===== src/hw/icache_pkg.sv =====
/*
 Instruction fetch package.
 Shared word type, cache controller states and top level defaults.
*/

package icache_pkg;

	// One instruction or one byte address.
	typedef logic [31:0] word_t;

	// Cache controller states.
	typedef enum logic [1:0] {
		// Sweeping zero into every line.
		ICACHE_CLEAR  = 2'd0,
		// Tag from the RAM compared with the requested pc.
		ICACHE_LOOKUP = 2'd1,
		// Bus request outstanding.
		ICACHE_REFILL = 2'd2,
		// Idle cycle while the RAM is read at a new index.
		ICACHE_REPLAY = 2'd3
	} icache_state_e;

	// 64 lines by default.
	localparam int DEFAULT_INDEX_BITS = 6;

	// Boot address.
	localparam word_t DEFAULT_RESET_PC = 32'h0000_0100;

endpackage

===== src/hw/fetch_top.sv =====
/*
 Instruction fetch front end.
 Fetch unit in front of the instruction cache and its memory bus.
*/

module fetch_top import icache_pkg::*; #(
	parameter int    INDEX_BITS = DEFAULT_INDEX_BITS,
	parameter word_t RESET_PC   = DEFAULT_RESET_PC
) (
	input  logic  i_clock,
	input  logic  i_reset,
	input  logic  i_flush,
	input  logic  i_redirect,
	input  word_t i_redirect_pc,

	// Memory bus.
	output logic  o_bus_request,
	output word_t o_bus_address,
	input  logic  i_bus_ready,
	input  word_t i_bus_rdata,

	// Instruction stream.
	output logic  o_instr_valid,
	output word_t o_instr,
	output word_t o_instr_pc,
	input  logic  i_instr_ready,

	output word_t o_hit_count,
	output word_t o_miss_count
);

	logic  req_valid;
	word_t req_pc;
	logic  resp_valid;
	word_t resp_instr;
	logic  resp_ready;

	fetch_unit #(
		.RESET_PC(RESET_PC)
	) i_fetch_unit (
		.i_clock      (i_clock),
		.i_reset      (i_reset),
		.i_redirect   (i_redirect),
		.i_redirect_pc(i_redirect_pc),
		.o_req_valid  (req_valid),
		.o_req_pc     (req_pc),
		.i_resp_valid (resp_valid),
		.i_resp_instr (resp_instr),
		.o_resp_ready (resp_ready),
		.o_instr_valid(o_instr_valid),
		.o_instr      (o_instr),
		.o_instr_pc   (o_instr_pc),
		.i_instr_ready(i_instr_ready)
	);

	icache #(
		.INDEX_BITS(INDEX_BITS)
	) i_icache (
		.i_clock      (i_clock),
		.i_reset      (i_reset),
		.i_flush      (i_flush),
		.i_req_valid  (req_valid),
		.i_req_pc     (req_pc),
		.o_resp_valid (resp_valid),
		.o_resp_instr (resp_instr),
		.i_resp_ready (resp_ready),
		.o_bus_request(o_bus_request),
		.o_bus_address(o_bus_address),
		.i_bus_ready  (i_bus_ready),
		.i_bus_rdata  (i_bus_rdata),
		.o_hit_count  (o_hit_count),
		.o_miss_count (o_miss_count)
	);

endmodule


===== src/hw/fetch_unit.sv =====
/*
 Fetch unit.
 Program counter, redirects and a one entry output stage toward decode.
*/

module fetch_unit import icache_pkg::*; #(
	parameter word_t RESET_PC = DEFAULT_RESET_PC
) (
	input  logic  i_clock,
	input  logic  i_reset,

	input  logic  i_redirect,
	input  word_t i_redirect_pc,

	output logic  o_req_valid,
	output word_t o_req_pc,

	input  logic  i_resp_valid,
	input  word_t i_resp_instr,
	output logic  o_resp_ready,

	output logic  o_instr_valid,
	output word_t o_instr,
	output word_t o_instr_pc,
	input  logic  i_instr_ready
);

	word_t pc;
	logic  out_valid;
	word_t out_instr;
	word_t out_pc;
	logic  resp_ready;
	logic  accept;

	// No request while the pc is being replaced.
	assign o_req_valid = !i_redirect;
	assign o_req_pc    = pc;

	// Room when empty or drained this cycle.
	assign resp_ready   = !out_valid || i_instr_ready;
	assign o_resp_ready = resp_ready;

	assign accept = i_resp_valid && resp_ready && !i_redirect;

	always_ff @(posedge i_clock) begin
		if (i_reset) begin
			pc        <= RESET_PC;
			out_valid <= 1'b0;
		end else if (i_redirect) begin
			pc        <= i_redirect_pc;
			out_valid <= 1'b0;
		end else if (accept) begin
			pc        <= pc + 32'd4;
			out_valid <= 1'b1;
		end else if (i_instr_ready) begin
			out_valid <= 1'b0;
		end
	end

	// Payload holds under back-pressure.
	always_ff @(posedge i_clock) begin
		if (accept) begin
			out_instr <= i_resp_instr;
			out_pc    <= pc;
		end
	end

	assign o_instr_valid = out_valid;
	assign o_instr       = out_instr;
	assign o_instr_pc    = out_pc;

endmodule


===== src/hw/icache.sv =====
/*
 Direct mapped instruction cache, one word per line.
 Clears on reset and flush, refills over the request/ready bus, counts hits and misses.
*/

module icache import icache_pkg::*; #(
	parameter int INDEX_BITS = DEFAULT_INDEX_BITS
) (
	input  logic  i_clock,
	input  logic  i_reset,
	input  logic  i_flush,

	input  logic  i_req_valid,
	input  word_t i_req_pc,

	output logic  o_resp_valid,
	output word_t o_resp_instr,
	input  logic  i_resp_ready,

	output logic  o_bus_request,
	output word_t o_bus_address,
	input  logic  i_bus_ready,
	input  word_t i_bus_rdata,

	output word_t o_hit_count,
	output word_t o_miss_count
);

	localparam int LINES = 1 << INDEX_BITS;

	icache_state_e state;
	icache_state_e next_state;

	logic [INDEX_BITS-1:0] sweep;
	logic                  flush_pending;
	logic                  flush_now;

	// Line layout is { instruction, word address, 1'b0, valid }.
	logic                  ram_write;
	logic [INDEX_BITS-1:0] ram_address;
	logic [63:0]           ram_wdata;
	logic [63:0]           ram_rdata;

	// Index the RAM output belongs to.
	logic [INDEX_BITS-1:0] lookup_index;

	word_t                 miss_address;
	word_t                 req_pc_next;
	logic [INDEX_BITS-1:0] req_index;
	logic [INDEX_BITS-1:0] next_index;
	logic [INDEX_BITS-1:0] miss_index;
	logic                  index_match;
	logic                  tag_match;
	logic                  req_is_miss;

	logic                  hit_event;
	logic                  miss_event;
	word_t                 hit_count;
	word_t                 miss_count;

	icache_bram #(
		.DEPTH(LINES),
		.WIDTH(64)
	) i_icache_bram (
		.i_clock  (i_clock),
		.i_write  (ram_write),
		.i_address(ram_address),
		.i_wdata  (ram_wdata),
		.o_rdata  (ram_rdata)
	);

	assign req_pc_next = i_req_pc + 32'd4;
	assign req_index   = i_req_pc[INDEX_BITS+1:2];
	assign next_index  = req_pc_next[INDEX_BITS+1:2];
	assign miss_index  = miss_address[INDEX_BITS+1:2];

	assign index_match = (lookup_index == req_index);
	assign tag_match   = (ram_rdata[31:0] == {i_req_pc[31:2], 2'b01});
	assign req_is_miss = (i_req_pc == miss_address);

	// A flush seen in the ready cycle itself also blocks the line write.
	assign flush_now = flush_pending | i_flush;

	assign o_bus_address = miss_address;
	assign o_hit_count   = hit_count;
	assign o_miss_count  = miss_count;

	always_comb begin
		next_state    = state;
		ram_write     = 1'b0;
		ram_address   = req_index;
		ram_wdata     = {i_bus_rdata, miss_address[31:2], 2'b01};
		o_resp_valid  = 1'b0;
		o_resp_instr  = ram_rdata[63:32];
		o_bus_request = 1'b0;
		hit_event     = 1'b0;
		miss_event    = 1'b0;

		case (state)
			ICACHE_CLEAR: begin
				ram_write   = 1'b1;
				ram_address = sweep;
				ram_wdata   = '0;
				if (!i_flush && (&sweep)) begin
					next_state = ICACHE_LOOKUP;
				end
			end

			ICACHE_LOOKUP: begin
				if (i_flush) begin
					next_state = ICACHE_CLEAR;
				end else if (i_req_valid) begin
					if (!index_match) begin
						next_state = ICACHE_REPLAY;
					end else if (tag_match) begin
						o_resp_valid = 1'b1;
						// Start reading the following word early.
						if (i_resp_ready) begin
							ram_address = next_index;
							hit_event   = 1'b1;
						end
					end else begin
						miss_event = 1'b1;
						next_state = ICACHE_REFILL;
					end
				end
			end

			ICACHE_REPLAY: begin
				next_state = i_flush ? ICACHE_CLEAR : ICACHE_LOOKUP;
			end

			ICACHE_REFILL: begin
				o_bus_request = 1'b1;
				if (i_bus_ready) begin
					o_resp_valid = i_req_valid && req_is_miss;
					o_resp_instr = i_bus_rdata;
					if (!flush_now) begin
						ram_write   = 1'b1;
						ram_address = miss_index;
					end
					if (flush_now) begin
						next_state = ICACHE_CLEAR;
					end else if (i_req_valid && req_is_miss && !i_resp_ready) begin
						// Same pc next cycle, the written line is read back.
						next_state = ICACHE_LOOKUP;
					end else begin
						next_state = ICACHE_REPLAY;
					end
				end
			end

			default: begin
				next_state = ICACHE_CLEAR;
			end
		endcase
	end

	always_ff @(posedge i_clock) begin
		if (i_reset) begin
			state         <= ICACHE_CLEAR;
			sweep         <= '0;
			flush_pending <= 1'b0;
			hit_count     <= '0;
			miss_count    <= '0;
		end else begin
			state <= next_state;
			// Restart the sweep when a flush lands mid clear.
			sweep <= (state == ICACHE_CLEAR && !i_flush) ? sweep + 1'b1 : '0;
			flush_pending <= (state == ICACHE_REFILL) && !i_bus_ready && flush_now;
			if (hit_event) begin
				hit_count <= hit_count + 32'd1;
			end
			if (miss_event) begin
				miss_count <= miss_count + 32'd1;
			end
		end
	end

	always_ff @(posedge i_clock) begin
		lookup_index <= ram_address;
		if (miss_event) begin
			miss_address <= i_req_pc;
		end
	end

endmodule


===== src/hw/icache_bram.sv =====
/*
 Cache line storage.
 Single port block RAM, registered read, write-first.
*/

module icache_bram #(
	parameter int DEPTH = 64,
	parameter int WIDTH = 64
) (
	input  logic                     i_clock,
	input  logic                     i_write,
	input  logic [$clog2(DEPTH)-1:0] i_address,
	input  logic [WIDTH-1:0]         i_wdata,
	output logic [WIDTH-1:0]         o_rdata
);

	logic [WIDTH-1:0] memory [DEPTH];

	// Written data shows up on the read port right away.
	always_ff @(posedge i_clock) begin
		if (i_write) begin
			memory[i_address] <= i_wdata;
			o_rdata <= i_wdata;
		end else begin
			o_rdata <= memory[i_address];
		end
	end

endmodule


===== config.mk =====
export PLATFORM = sky130hd
export DESIGN_NAME = fetch_top
export DESIGN_NICKNAME = d
export VERILOG_FILES = /design/src/hw/icache_pkg.sv /design/src/hw/fetch_top.sv /design/src/hw/fetch_unit.sv /design/src/hw/icache.sv /design/src/hw/icache_bram.sv
export SDC_FILE = /design/constraint.sdc
export NUM_CORES = 2
export LEC_CHECK = 0
export ABC_AREA = 1
export BUFFER_PORTS_ARGS = -buffer_cell sky130_fd_sc_hd__buf_2
export CORE_UTILIZATION = 28
export CTS_CLUSTER_DIAMETER = 80
export DETAILED_ROUTE_END_ITERATION = 7
export PLACE_DENSITY_LB_ADDON = 0.08
export RECOVER_POWER = 50
export SYNTH_ARGS = -nofsm -noshare
export SYNTH_HDL_FRONTEND = slang
export SYNTH_SLANG_ARGS = --single-unit

===== constraint.sdc =====
create_clock -name i_clock -period 6.6 [get_ports i_clock]
set_clock_uncertainty 0.2 [all_clocks]
set_input_delay 0.66 -clock i_clock [delete_from_list [all_inputs] [get_ports i_clock]]
set_output_delay 0.66 -clock i_clock [all_outputs]
set_load 0.05 [all_outputs]

==> impl_metrics.env <==
export IMPL_nets=14500
export IMPL_postSynth_asyncResetShare=0
export IMPL_drive_above_1_share=0.102
export IMPL_boundaryPins=232
export IMPL_netlist_instances=13900
export IMPL_drc=0
export IMPL_synth_area_top_cells="edfxtp_1 (73%), nand3_1 (6.0%), nand2_1 (5.3%)"
export IMPL_clk_path_buf_depth=4
export IMPL_finalCritPeriodShare=0.969
export IMPL_worst_path_most_repeated_cell="nand2_1"
export IMPL_dpl_hpwl_mm=402
export IMPL_finalCriticalPeriod_ns=6.40
export IMPL_final_antenna_net_count=0
export IMPL_synth_ff_type="edfxtp_1"
export IMPL_hold_viol=0
export IMPL_cap_violations=41
export IMPL_failed_checks="max-capacitance violations, max-slew violations"
export IMPL_cts_root_buf="clkbuf_16"
export IMPL_rows=285
export IMPL_r2r_slack_ns=0.20
export IMPL_cp_arrival_ns=6.89
export IMPL_die_w_um=781
export IMPL_synth_top_area_frac=0.729
export IMPL_hold_class="in2reg"
export IMPL_viasPerCell=5.05
export IMPL_power_mw=92.8
export IMPL_drt_wl_total_mm=690
export IMPL_power_leakage_nw=67.7
export IMPL_cp_start_kind="flop"
export IMPL_syn_nets=14000
export IMPL_clk_pin_slew_ns=0.06
export IMPL_synth_avg_cell_area_um2=12.2
export IMPL_maxSlewHeadroom=-1.40
export IMPL_gr_total_overflow=0
export IMPL_wl_per_cell_um=30.1
export IMPL_tns_ns=0
export IMPL_ys_seq_area_frac=0.743
export IMPL_fin_area_mm2=0.203
export IMPL_cp_end_kind="flop"
export IMPL_crit_fanout=40
export IMPL_syn_to_final_growth_pct=19.3
export IMPL_clkLatencyLatePin_ns=1.07
export IMPL_fp_dieH_um=781
export IMPL_ys_types=38
export IMPL_initial_core_util=0.282
export IMPL_p_per_area_mw_per_mm2=458
export IMPL_critical_path_required_ns=7.09
export IMPL_cts_tree="built"
export IMPL_setup_viol=0
export IMPL_yosys_warnings=0
export IMPL_seqCellArea_mm2=0.126
export IMPL_pre_cts_ws_ns=0.315
export IMPL_synth_edf_count=4128
export IMPL_slowest_stage="nor2_4"
export IMPL_hold_path_startpoint="i_bus_rdata[24]"
export IMPL_place_area_mm2=0.187
export IMPL_postCtsSetupBuffers=0
export IMPL_multi_input_area_mm2=0.0399
export IMPL_critPathKind="reg2reg"
export IMPL_grt_pass1_wl_mm=954
export IMPL_gp_congestion=0.827
export IMPL_cp_slowest_stage_delay_ns=0.84
export IMPL_grt_usage=0.219
export IMPL_ir_worst_vdd_mv=0.330
export IMPL_numCtsBuffers=484
export IMPL_timing_rr_start="i_icache.lookup_index[0]$_DFF_P_"
export IMPL_clock_sink_count=4240
export IMPL_tightest_slew_ns=3.60
export IMPL_rsz0062_at_grt="false"
export IMPL_grt_max_degree=162
export IMPL_outcome="complete, but fails checks"
export IMPL_cts_htree_levels=5
export IMPL_drtPass1Iterations=7
export IMPL_portBuffers=231
export IMPL_drtIter0Drc=10400
export IMPL_first_global_vias=113000
export IMPL_maxSlewViolCount=2404
export IMPL_critPathLaunch="i_icache.lookup_index[0]$_DFF_P_"
export IMPL_yosys_area_top_type="edfxtp_1"
export IMPL_core_area_mm2=0.603
export IMPL_die_area_mm2=0.610
export IMPL_num_vias=116000
export IMPL_fmax_ghz=0.156
export IMPL_yosys_register_bits=4240
export IMPL_antenna_found_initial=24
export IMPL_netlist_area_mm2=0.170
export IMPL_num_fill_cells=60200
export IMPL_fin_ws_ns=0.203
worst max-delay path, delay by kind of cell (launching register included):
| kind | cells | cell delay (ns) |
|---|---|---|
| buffers and inverters | 7 | 1.51 |
| DFF | 1 | 0.55 |
| and+or+nand+nor | 21 | 3.57 |
state kept, by name (all words and copies together), names as in the netlist, 6 cells and up:
| name | flops |
|---|---|
| i_fetch_unit.o_instr | 32 |
| i_fetch_unit.o_instr_pc | 32 |
| i_icache.o_bus_address | 32 |
| i_icache.lookup_index | 6 |
| i_fetch_unit.o_req_pc | 32 |
| i_icache.o_miss_count | 32 |
| i_icache.sweep | 6 |
| i_icache.o_hit_count | 32 |
| i_icache.i_icache_bram.memory | 4032 |
path summary, 6_finish.rpt:
kind,end,cells past startpoint
worst min-delay path,i_fetch_unit.o_instr[24]$_DFFE_PP_,3
worst max register to register,i_icache.i_icache_bram.memory[51][29]$_DFFE_PP_,28
worst max-delay path,i_icache.i_icache_bram.memory[51][29]$_DFFE_PP_,28
worst min register to register,i_icache.sweep[0]$_SDFF_PP0_,1
layout make-up:
cell class / instances / area share
antenna: 13 / 0.000160
clock buffer: 631 / 0.0635
clock inverter: 254 / 0.0110
inverter: 209 / 0.00410
multi-input combinational: 8519 / 0.197
sequential: 4240 / 0.623
tap: 8036 / 0.0496
timing repair buffer: 994 / 0.0521
per-stage QoR:
| step | std cells | hold WS (ns) | utilization |
|---|---|---|---|
| 6_report | 22900 | 0.0690 | 0.336 |
| 4_1_cts | 22900 | 0.0217 | 0.337 |
| 2_1_floorplan | 13900 | 0.224 | - |
| 5_1_grt | 22900 | 0.0107 | 0.336 |
| 3_3_place_gp | 21900 | 0.263 | 0.311 |
| 3_5_place_dp | 21900 | 0.272 | 0.311 |
cell usage after synthesis, drive strengths merged, types with 31 or more instances:
| cell | count |
|---|---|
| o22ai | 628 |
| nand4 | 36 |
| nor2 | 1691 |
| edfxtp | 4128 |
| xor2 | 46 |
| a21oi | 130 |
| nand3 | 2036 |
| buf | 375 |
| nor3 | 62 |
| dfxtp | 112 |
| o32ai | 50 |
| clkbuf | 554 |
| nor4 | 31 |
| o21ai | 1363 |
| nand2 | 2383 |
| inv | 204 |
where the power goes:
part	leakage [nW]	total (mW)	internal (mW)	switching, mW
clock	7.37	26.2	14.8	11.5
combinational	21.5	31.6	7.82	23.8
sequential	38.9	34.9	34.5	0.352
placed cells by master (no fill, tap or decap), drive strengths merged:
cell         Yosys  layout
dlygate4sd3      0      66
xor2            46      46
a221oi           1       1
bufinv           0      28
inv            204     219
o221ai           5       5
o21ai         1363    1363
a22oi            2       2
nor4            31      31
xnor2           11      11
nor3            62      62
o21a             4       4
o22ai          628     628
a31oi           18      18
nor3b            4       4
a21oi          130     130
nand2         2383    2383
clkinv           5     213
clkinvlp         0       3
dfxtp          112     112
a211oi           6       6
nor2          1691    1691
nand4           36      36
ha               9       9
clkbuf         554     866
edfxtp        4128    4128
diode            0      13
o2111ai          2       2
o32ai           50      50
nand3         2036    2036
buf            375     693
o211a            1       1
metal layers:
| metal | up-vias | global-route usage | routed length (µm) |
|---|---|---|---|
| met3 | 880 | 0.0195 | 26500 |
| met2 | 2902 | 0.359 | 323000 |
| met5 | - | 0 | 17 |
| met1 | 60100 | 0.312 | 320000 |
| met4 | 2 | 0.0577 | 20000 |
| li1 | 51800 | - | - |
kinds of logic (layout without fill, tap and decap cells):
group                    Yosys count  in the layout  synth area share
AO/OA/AOI/OAI                   2210           2210            0.0714
XOR/XNOR                          57             57           0.00294
adder cells (fa/ha/maj)            9              9          0.000663
buffers and inverters           1138           2088            0.0279
flip-flops                      4240           4240             0.743
other                              0             13                 0
AND/OR/NAND/NOR                 6243           6243             0.155
what timing repair did:
action / in CTS / in global routing
hold buffers: 66 / 0
endpoints found under the hold margin: 124 / 0
gates resized for setup: 0 / 0
endpoints found under the setup margin: 0 / 0
(Power assumes the default switching activity.)
